File: config.mk
export PLATFORM = sky130hd
export DESIGN_NAME = eda_fifos
export DESIGN_NICKNAME = d
export VERILOG_FILES = /design/src/design/eda_pkg.sv /design/src/design/neighbor_fifo.sv /design/src/design/neighbor_select.sv /design/src/design/eda_fifos.sv
export SDC_FILE = /design/constraint.sdc
export NUM_CORES = 1
export LEC_CHECK = 0
export BUFFER_PORTS_ARGS = -buffer_cell sky130_fd_sc_hd__clkbuf_2
export CELL_PAD_IN_SITES_DETAIL_PLACEMENT = 0
export CELL_PAD_IN_SITES_GLOBAL_PLACEMENT = 1
export CORE_UTILIZATION = 55
export CTS_CLUSTER_DIAMETER = 120
export CTS_CLUSTER_SIZE = 14
export DETAILED_ROUTE_END_ITERATION = 10
export PLACE_DENSITY = 0.77
export SYNTH_ARGS = -nofsm -noshare
export SYNTH_HDL_FRONTEND = slang
export SYNTH_SLANG_ARGS = --single-unit
export TNS_END_PERCENT = 10
File: constraint.sdc
create_clock -name i_clk -period 4.4 [get_ports i_clk]
set_clock_uncertainty 0.1 [all_clocks]
set_input_delay 0.22 -clock i_clk [delete_from_list [all_inputs] [get_ports i_clk]]
set_output_delay 0.22 -clock i_clk [all_outputs]
set_load 0.05 [all_outputs]
File: src/design/eda_pkg.sv
package eda_pkg;

  // Window geometry
  localparam int WINDOW_W      = 3;                      // 3x3 pixel window
  localparam int NUM_NEIGHBORS = WINDOW_W * WINDOW_W - 1; // All cells except the centre

  // Address and queue sizing
  localparam int ADDR_W     = 12;                 // Pixel address width
  localparam int FIFO_DEPTH = 8;                  // Entries per queue, power of two
  localparam int PTR_W      = $clog2(FIFO_DEPTH); // Read and write pointer width

  typedef logic [ADDR_W-1:0] pixel_addr_t; // One pixel address

  // Neighbour index, also the bit position in every mask
  // Lower value wins in the output priority chains
  typedef enum logic [2:0] {
    NBR_DOWNRIGHT = 3'd0, // Highest priority
    NBR_DOWN      = 3'd1,
    NBR_DOWNLEFT  = 3'd2,
    NBR_RIGHT     = 3'd3,
    NBR_LEFT      = 3'd4,
    NBR_UPRIGHT   = 3'd5,
    NBR_UP        = 3'd6,
    NBR_UPLEFT    = 3'd7  // Lowest priority
  } neighbor_e;

  // One bit per neighbour, upleft in the MSB
  typedef struct packed {
    logic upleft;    // Bit 7
    logic up;        // Bit 6
    logic upright;   // Bit 5
    logic left;      // Bit 4
    logic right;     // Bit 3
    logic downleft;  // Bit 2
    logic down;      // Bit 1
    logic downright; // Bit 0
  } nbr_mask_t;

  // One address per neighbour, same order as nbr_mask_t
  typedef struct packed {
    pixel_addr_t upleft;    // Slot 7
    pixel_addr_t up;        // Slot 6
    pixel_addr_t upright;   // Slot 5
    pixel_addr_t left;      // Slot 4
    pixel_addr_t right;     // Slot 3
    pixel_addr_t downleft;  // Slot 2
    pixel_addr_t down;      // Slot 1
    pixel_addr_t downright; // Slot 0
  } nbr_addr_t;

endpackage : eda_pkg

File: src/design/neighbor_fifo.sv
`timescale 1ns/1ps

// Circular address queue for one neighbour of the window.
// The parent feeds the inverted clock, so every update here lands on
// the falling edge of the system clock.
module neighbor_fifo (
  input  logic                 i_clk,   // Inverted system clock
  input  logic                 i_rst_n, // Synchronous, active low
  input  logic                 i_push,  // Store i_addr this edge
  input  logic                 i_read,  // Drop the head this edge
  input  eda_pkg::pixel_addr_t i_addr,  // Address to store
  output logic                 o_empty, // No entries held
  output eda_pkg::pixel_addr_t o_head   // Oldest entry
);

  localparam int CNT_W = eda_pkg::PTR_W + 1; // Count reaches FIFO_DEPTH

  eda_pkg::pixel_addr_t           mem [eda_pkg::FIFO_DEPTH]; // Entry storage
  logic [eda_pkg::PTR_W-1:0]      wr_ptr;                    // Next free slot
  logic [eda_pkg::PTR_W-1:0]      rd_ptr;                    // Current head slot
  logic [CNT_W-1:0]               count;                     // Entries held
  logic                           full;                      // All slots used
  logic                           empty;                     // No slot used
  logic                           wr_en;                     // Qualified push
  logic                           rd_en;                     // Qualified read

  assign full  = (count == CNT_W'(eda_pkg::FIFO_DEPTH)); // Depth reached
  assign empty = (count == '0);                          // Nothing stored

  // Read of an empty queue is dropped, so push alone wins there
  assign rd_en = i_read && !empty;

  // Full queue takes a push only when a read frees the head slot
  assign wr_en = i_push && (!full || i_read);

  // Storage write, no reset on payload
  always_ff @(posedge i_clk) begin
    if (wr_en) begin
      mem[wr_ptr] <= i_addr; // Overwrites the popped head when full
    end
  end

  // Pointer and occupancy control
  always_ff @(posedge i_clk) begin
    if (!i_rst_n) begin
      wr_ptr <= '0;
      rd_ptr <= '0;
      count  <= '0;
    end
    else begin
      if (wr_en) begin
        wr_ptr <= wr_ptr + 1'b1; // Power-of-two depth wraps naturally
      end
      if (rd_en) begin
        rd_ptr <= rd_ptr + 1'b1; // Advance to next oldest
      end
      case ({wr_en, rd_en})
        2'b10:   count <= count + 1'b1; // Store only
        2'b01:   count <= count - 1'b1; // Pop only
        default: count <= count;        // Both or neither
      endcase
    end
  end

  // Head is always visible, stale data when empty
  assign o_head  = mem[rd_ptr];
  assign o_empty = empty; // Flag settles half a cycle after inputs

endmodule : neighbor_fifo

File: src/design/neighbor_select.sv
`timescale 1ns/1ps

// Output address picker for the eight neighbour queues.
// Held entries always beat addresses that are only being pushed.
module neighbor_select (
  input  eda_pkg::nbr_addr_t   i_heads,   // Queue heads
  input  eda_pkg::nbr_mask_t   i_empty,   // Queue empty flags
  input  eda_pkg::nbr_mask_t   i_push,    // Push strobes this cycle
  input  eda_pkg::nbr_addr_t   i_addrs,   // Addresses being pushed
  output eda_pkg::pixel_addr_t o_data_out // Chosen address
);

  logic                 [eda_pkg::NUM_NEIGHBORS-1:0] empty_v; // Empty flags by index
  logic                 [eda_pkg::NUM_NEIGHBORS-1:0] push_v;  // Push strobes by index
  eda_pkg::pixel_addr_t [eda_pkg::NUM_NEIGHBORS-1:0] heads_v; // Heads by index
  eda_pkg::pixel_addr_t [eda_pkg::NUM_NEIGHBORS-1:0] addrs_v; // Pushed addrs by index

  logic                 head_hit; // Some queue holds data
  eda_pkg::pixel_addr_t head_sel; // Head of best non-empty queue
  eda_pkg::pixel_addr_t push_sel; // Address of best pushing neighbour

  // Struct fields line up with neighbor_e bit positions
  assign empty_v = i_empty;
  assign push_v  = i_push;
  assign heads_v = i_heads;
  assign addrs_v = i_addrs;

  // Chain over queue heads
  // Walks upleft to downright, so the last hit is the highest priority
  always_comb begin : proc_head_chain
    eda_pkg::neighbor_e nbr;
    nbr      = eda_pkg::NBR_UPLEFT;
    head_hit = 1'b0;
    head_sel = '0;
    for (int i = eda_pkg::NUM_NEIGHBORS - 1; i >= 0; i--) begin
      nbr = eda_pkg::neighbor_e'(i);
      if (!empty_v[nbr]) begin
        head_hit = 1'b1;         // At least one queue has an entry
        head_sel = heads_v[nbr]; // Lower index overrides
      end
    end
  end

  // Chain over incoming pushes, used only when every queue is empty
  always_comb begin : proc_push_chain
    eda_pkg::neighbor_e nbr;
    nbr      = eda_pkg::NBR_UPLEFT;
    push_sel = '0; // Zero when nothing is pushed
    for (int i = eda_pkg::NUM_NEIGHBORS - 1; i >= 0; i--) begin
      nbr = eda_pkg::neighbor_e'(i);
      if (push_v[nbr]) begin
        push_sel = addrs_v[nbr]; // Same priority order as the heads
      end
    end
  end

  // Stored entries first, then the bypass of this cycle's pushes
  assign o_data_out = head_hit ? head_sel : push_sel;

endmodule : neighbor_select

File: src/design/eda_fifos.sv
`timescale 1ns/1ps

// Neighbour address queues for the 3x3 tracing window
//
//   upleft/7   | up/6   | upright/5
//   left/4     | centre | right/3
//   downleft/2 | down/1 | downright/0
//
// Index is the bit position in every mask and the slot in every
// address struct. Queues run on the falling edge of i_clk.
module eda_fifos (
  input  logic                 i_clk,        // System clock
  input  logic                 i_rst_n,      // Synchronous, active low
  input  eda_pkg::nbr_mask_t   i_push,       // Push strobe per neighbour
  input  eda_pkg::nbr_mask_t   i_read_en,    // Read strobe per neighbour
  input  eda_pkg::nbr_addr_t   i_addrs,      // Address per neighbour
  output eda_pkg::nbr_mask_t   o_fifo_empty, // Empty flag per neighbour
  output eda_pkg::pixel_addr_t o_data_out    // Priority-selected address
);

  logic inv_clk; // Queue clock, rising on the falling edge of i_clk

  logic                 [eda_pkg::NUM_NEIGHBORS-1:0] push_v;  // Push bits by index
  logic                 [eda_pkg::NUM_NEIGHBORS-1:0] read_v;  // Read bits by index
  eda_pkg::pixel_addr_t [eda_pkg::NUM_NEIGHBORS-1:0] addr_v;  // Input addrs by index
  logic                 [eda_pkg::NUM_NEIGHBORS-1:0] empty_v; // Empty flags by index
  eda_pkg::pixel_addr_t [eda_pkg::NUM_NEIGHBORS-1:0] head_v;  // Queue heads by index

  eda_pkg::nbr_addr_t heads; // Heads packed for the selector
  eda_pkg::nbr_mask_t empty; // Empties packed for output and selector

  assign inv_clk = ~i_clk;

  // Split input structs into indexable vectors
  assign push_v = i_push;
  assign read_v = i_read_en;
  assign addr_v = i_addrs;

  // One queue per neighbour
  for (genvar g = 0; g < eda_pkg::NUM_NEIGHBORS; g++) begin : gen_nbr
    localparam eda_pkg::neighbor_e NBR = eda_pkg::neighbor_e'(g); // Window position

    neighbor_fifo u_fifo (
      .i_clk   (inv_clk),      // Falling-edge update
      .i_rst_n (i_rst_n),
      .i_push  (push_v[NBR]),
      .i_read  (read_v[NBR]),
      .i_addr  (addr_v[NBR]),
      .o_empty (empty_v[NBR]),
      .o_head  (head_v[NBR])
    );
  end

  // Collect per-queue results back into structs
  assign heads = head_v;
  assign empty = empty_v;

  neighbor_select u_select (
    .i_heads    (heads),
    .i_empty    (empty),
    .i_push     (i_push),     // Bypass uses the raw strobes
    .i_addrs    (i_addrs),
    .o_data_out (o_data_out)  // Zero latency from heads and pushes
  );

  assign o_fifo_empty = empty; // All ones after reset

endmodule : eda_fifos

Yosys cells after proc, flatten, opt, wreduce, memory -nomap -nowiden

Memories as Yosys holds them, arrays and structs flattened. A register that Yosys moved wholly into a read port is not among the register bits.
Cells that the tools add are included.

Add/subtract/negate cells: 32
Eq/ne operators: 24
Muxes and demuxes: 65
Reduce and logical (&&, ||, !) cells: 56

Operators by type and width:

| operator                                                           | number |
|---|---|
| 12-bit two-way mux                                                 | 17 |
| 4-bit case mux with 2 select lines                                 | 8 |
| 3-bit by 1-bit adder with 3-bit output, second input constant      | 16 |
| 3-bit two-way mux                                                  | 16 |
| 4-bit by 1-bit adder with 4-bit output, second input constant      | 8 |
| 4-bit == test, second input constant                               | 8 |
| 4-bit logical NOT                                                  | 8 |
| 4-bit by 1-bit subtractor with 4-bit output, second input constant | 8 |
| 1-bit two-way mux                                                  | 24 |
| 2-bit by 1-bit == test with 1-bit output, second input constant    | 8 |
| 2-bit == test, second input constant                               | 8 |
| 1-bit logical AND                                                  | 16 |
| 1-bit logical NOT                                                  | 16 |
| 2-bit nonzero test                                                 | 8 |
| 1-bit logical OR                                                   | 8 |

Register bits: 80
Bits in writable memories: 768
Output and inout port bits: 20
Logic and storage cells: 209
Memories kept: 8

Memories:

| memory                | depth | bits a word | rd ports | clocked after memory_dff | write ports | RTL line            | source |
|---|---|---|---|---|---|---|---|
| gen_nbr[0].u_fifo.mem | 8     | 12          | 1        | 1                        | 1           | neighbor_fifo.sv:18 | `eda_pkg::pixel_addr_t mem [eda_pkg::FIFO_DEPTH];` |
| gen_nbr[1].u_fifo.mem | 8     | 12          | 1        | 1                        | 1           | neighbor_fifo.sv:18 |  |
| gen_nbr[2].u_fifo.mem | 8     | 12          | 1        | 1                        | 1           | neighbor_fifo.sv:18 |  |
| gen_nbr[3].u_fifo.mem | 8     | 12          | 1        | 1                        | 1           | neighbor_fifo.sv:18 |  |
| gen_nbr[4].u_fifo.mem | 8     | 12          | 1        | 1                        | 1           | neighbor_fifo.sv:18 |  |
| gen_nbr[5].u_fifo.mem | 8     | 12          | 1        | 1                        | 1           | neighbor_fifo.sv:18 |  |
| +2 memories           | --    | --          | --       | --                       | --          | --                  |  |

Longest topological paths before layout

Depth in word-level cells: 10
Depth in mapped cells: 11
Mapped depth without buffers: 11

Cells and area by module

Synthesis repeated with hierarchy kept, for this count alone.

Cells, all modules: 1964
Area, all modules: 36148.4 µm²

By module, submodules not included:

| module                                 | instances | cells an instance | area an instance (µm²) | seq. area each (µm²) |
|---|---|---|---|---|
| neighbor_fifo at gen_nbr[1].u_fifo ... | 5         | 212               | 4299.1                 | 3143.0 |
| neighbor_fifo at gen_nbr[2].u_fifo ... | 2         | 212               | 4301.6                 | 3143.0 |
| neighbor_fifo at gen_nbr[0].u_fifo     | 1         | 212               | 4300.4                 | 3143.0 |
| neighbor_select                        | 1         | 267               | 1745.4                 | 0.0 |
| eda_fifos                              | 1         | 1                 | 3.8                    | 0.0 |

==> results.ini <==
[timing]
relSlewSlack=0.1696
setup_slack_ps=-1183
worst_hold_slack_ps=390.8
setup_viol=19
finalHoldViolCount=0
tns_ps=-15180
tightestPinTransition_ps=1239
rsz0062_at_grt=true
slew_viol_final=0

[status]
status=complete, but fails checks
violations=negative setup slack

[routing]
dr.pass1.iters=5
wirelength_um=92350
ant_nets=0
vias_per_cell=5.599
drc=0
vias=23240
first_iter_violations=2288
avgRoutedWirePerCell_um=22.25

[setup_path]
r2r-end=gen_nbr[2].u_fifo.count[3]$_SDFFE_NN0P_
startpoint=gen_nbr[7].u_fifo.count[1]$_SDFFE_NN0P_
crit_chain=or4_4, inv_2, nor3_2, clkbuf_8, a221oi_4, o211ai_1, a31oi_2, a21oi_4, buf_8
crit_family=compound AO/OA/AOI/OAI gates
crit_path_max_incr_delay_ps=590
r2r_slack_ps=1430
path_depth=9
critPathKind=flop to primary output
crit_required_ps=4080
end_kind=primary output
crit_end=o_data_out[6]
worstSetupStartpointType=flop
cpMaxStageDelayCell=or4_4
worstPathArrival_ps=5260
r2r_start=gen_nbr[2].u_fifo.count[0]$_SDFFE_NN0P_
critPathMaxFanout=6
r2r_cells=11
cp_num_buf_inv=3

[logic_synthesis]
synth_cells=2028
synth_most_common_cell=edfxtp_1
synth_area_leaders=edfxtp_1 (65%), mux4_2 (12%), dfxtp_1 (5.9%)
synth_top_area_share=0.6501
synthTopCellsByCount=edfxtp_1 (768), mux4_2 (188), nand2_1 (124), dfxtp_1 (104), a21oi_1 (89)
synthFlopType=edfxtp_1
avgSynthCellArea_um2=17.49
synth_edf_count=768
yosysWarnings=0
yosys.area.top_type=edfxtp_1
synth_top_family_by_area=multiplexers
synthSimpleGateAreaFrac=0.04666
syn_nets=2190
synthAdderAreaFrac=0.01862
synth_compound_area_frac=0.05329
yosysSeqAreaShare=0.7088
synth_xor_area_frac=0.01185
syn_area_um2=35480
synthArstFlopShare=0
synth_seq_cells=872
muxShareOfSynthArea=0.1397
yosysUniqueCellTypes=51

[final_layout]
finish.utilization=0.7182
area_growth_pct=28.40
layout.nets=3460
drive_gt1_frac=0.2437

[pwr]
ir_worst_vdd_mv=0.5813
p_comb_frac=0.368
switching_share=0.3773
seqPwrFrac=0.328
intPower_mw=18.47
clkPwrFrac=0.304
powerDensity_nw_per_um2=651.1
switchingPower_mw=11.19
leakage_nw=18.95

[global_routing]
grt_first_pass_wirelength_um=139300
antenna_found_initial=5
grt_pass1_vias=25570
grt_start_max_net_pins=89
grt_usage=0.2878
grt_util_met2=0.4639
gr-usage-met1=0.3438
grt_use_met3=0.09834
gr-total-overflow=0
top_usage_layer=met2

[flow_run]
max_cap_viol_count=0

[placement]
gp_congestion=0.8375
dpl.hpwl_um=59070
io_buffers=133

[hold_path]
hold_class=flop to flop
hold_depth=2

[floorplanning]
coreArea_um2=63430
die_area_um2=65520
placementRows=92
start_util=0.5593
boundaryPins=134
die-width_um=256.0
dieHeight_um=256.0

[clock_network]
cts_made_buffers=72
cts_tree=done
clkSlewWorstSetupHoldPaths_ps=30
htreeDepth=3
clkSinkCount=872
cts-root-buf=clkbuf_16
clock_latency_ps=660
cts_buffer_depth=3

## kinds of logic after synthesis
group,count (synthesis)
xor gates and xnor gates,48
buffers and inverters,179
muxes,259
and+or+nand+nor,331
AOI/OAI and AO/OA,291
adders and majority gates,48
DFF,872
## metal layers
layer	vias up	routed length, µm
met5	-	41
met4	8	2820
met3	162	7827
met2	1051	46750
met1	11540	34910
li1	10480	-
## worst reg2reg max path, delay by kind of cell, from the launching register on
family / cells / cell delay (ps)
simple gates: 3 / 1060
compound gates: 3 / 520
fa+ha+maj: 2 / 480
buf+inv: 2 / 340
flops: 1 / 300
xor+xnor: 1 / 90
## what timing repair did
| action | in CTS | in global routing |
|---|---|---|
| setup buffers | 1 | 1 |
| setup endpoints to repair | 20 | 20 |
| resized for setup | 88 | 25 |
| hold buffers | 0 | 0 |
| gates cloned | 3 | 1 |
| pin swaps | 32 | 8 |
## placed cells by master, fill, tap and decap left out, types with 11 or more instances in the layout
| cell | synthesis | routed |
|---|---|---|
| o21ai_0 | 46 | 38 |
| nor3_1 | 21 | 15 |
| clkbuf_2 | 0 | 113 |
| a22oi_1 | 14 | 13 |
| and2_1 | 59 | 58 |
| a21oi_1 | 89 | 75 |
| edfxtp_1 | 768 | 768 |
| mux4_2 | 188 | 188 |
| ha_1 | 40 | 39 |
| a21o_1 | 18 | 18 |
| nand2_1 | 124 | 122 |
| nand2b_1 | 23 | 22 |
| dfxtp_1 | 104 | 101 |
| mux2i_1 | 61 | 60 |
| buf_12 | 0 | 44 |
| nor2_1 | 56 | 56 |
| buf_4 | 8 | 251 |
| inv_1 | 72 | 937 |
| xnor2_1 | 40 | 40 |
| nand3b_1 | 13 | 13 |
| clkbuf_16 | 0 | 77 |
| a221oi_1 | 23 | 13 |
| a21boi_0 | 32 | 31 |
| a221o_1 | 11 | 11 |
| buf_8 | 0 | 11 |
## per-stage QoR
step           cells  setup slack, ps  total power [mW]  area, µm²
5_1_grt         4150            -1262             31.34      45550
3_3_place_gp    3194           -866.1             20.46      39830
4_1_cts         4147            -1179             29.59      45470
3_5_place_dp    3194           -946.6             20.59      39830
2_1_floorplan   2028           -301.2             16.74      35820
6_report        4150            -1183             29.66      45550
## how the worst min path moves through the flow
stage	slack, ps	from	end
6_report	390	gen_nbr[3].u_fifo.wr_ptr[0]$_SDFFE_NN0P_	gen_nbr[3].u_fifo.wr_ptr[0]$_SDFFE_NN0P_
5_1_grt	430	gen_nbr[3].u_fifo.wr_ptr[0]$_SDFFE_NN0P_	gen_nbr[3].u_fifo.wr_ptr[0]$_SDFFE_NN0P_
4_1_cts	400	gen_nbr[3].u_fifo.wr_ptr[0]$_SDFFE_NN0P_	gen_nbr[3].u_fifo.wr_ptr[0]$_SDFFE_NN0P_
3_5_place_dp	390	gen_nbr[3].u_fifo.wr_ptr[0]$_SDFFE_NN0P_	gen_nbr[3].u_fifo.wr_ptr[0]$_SDFFE_NN0P_
3_3_place_gp	380	gen_nbr[2].u_fifo.wr_ptr[0]$_SDFFE_NN0P_	gen_nbr[2].u_fifo.wr_ptr[0]$_SDFFE_NN0P_
2_1_floorplan	370	gen_nbr[7].u_fifo.rd_ptr[1]$_SDFFE_NN0N_	flop
## power by group through the flow
stage                     registers (mW)  clock network, mW  logic [mW]
final                               9.72               9.02        10.9
after global routing                9.74               10.1        11.5
after CTS                           9.72               9.28        10.6
after detailed placement            9.81               1.17        9.60
after global placement              9.78               1.17        9.50
after floorplan                     9.80               1.17        5.76
## sequential cells by signal, summed over array words and instances (netlist names), named ones only
| name | cells |
|---|---|
| gen_nbr.u_fifo.rd_ptr | 24 |
| gen_nbr.u_fifo.wr_ptr | 24 |
| gen_nbr.u_fifo.mem | 768 |
| gen_nbr.u_fifo.count | 32 |
## cell type report
type                       count  area [µm²]
clock buffer                  76        1902
antenna                        1       2.502
sequential                   872       25150
clock inverter               875        3314
inverter                      71       276.5
tap                          846        1059
multi-input combinational    979       10190
fill                        4161       17870
timing repair buffer         430        3664
Note: power is estimated with default switching activity, not from simulation.
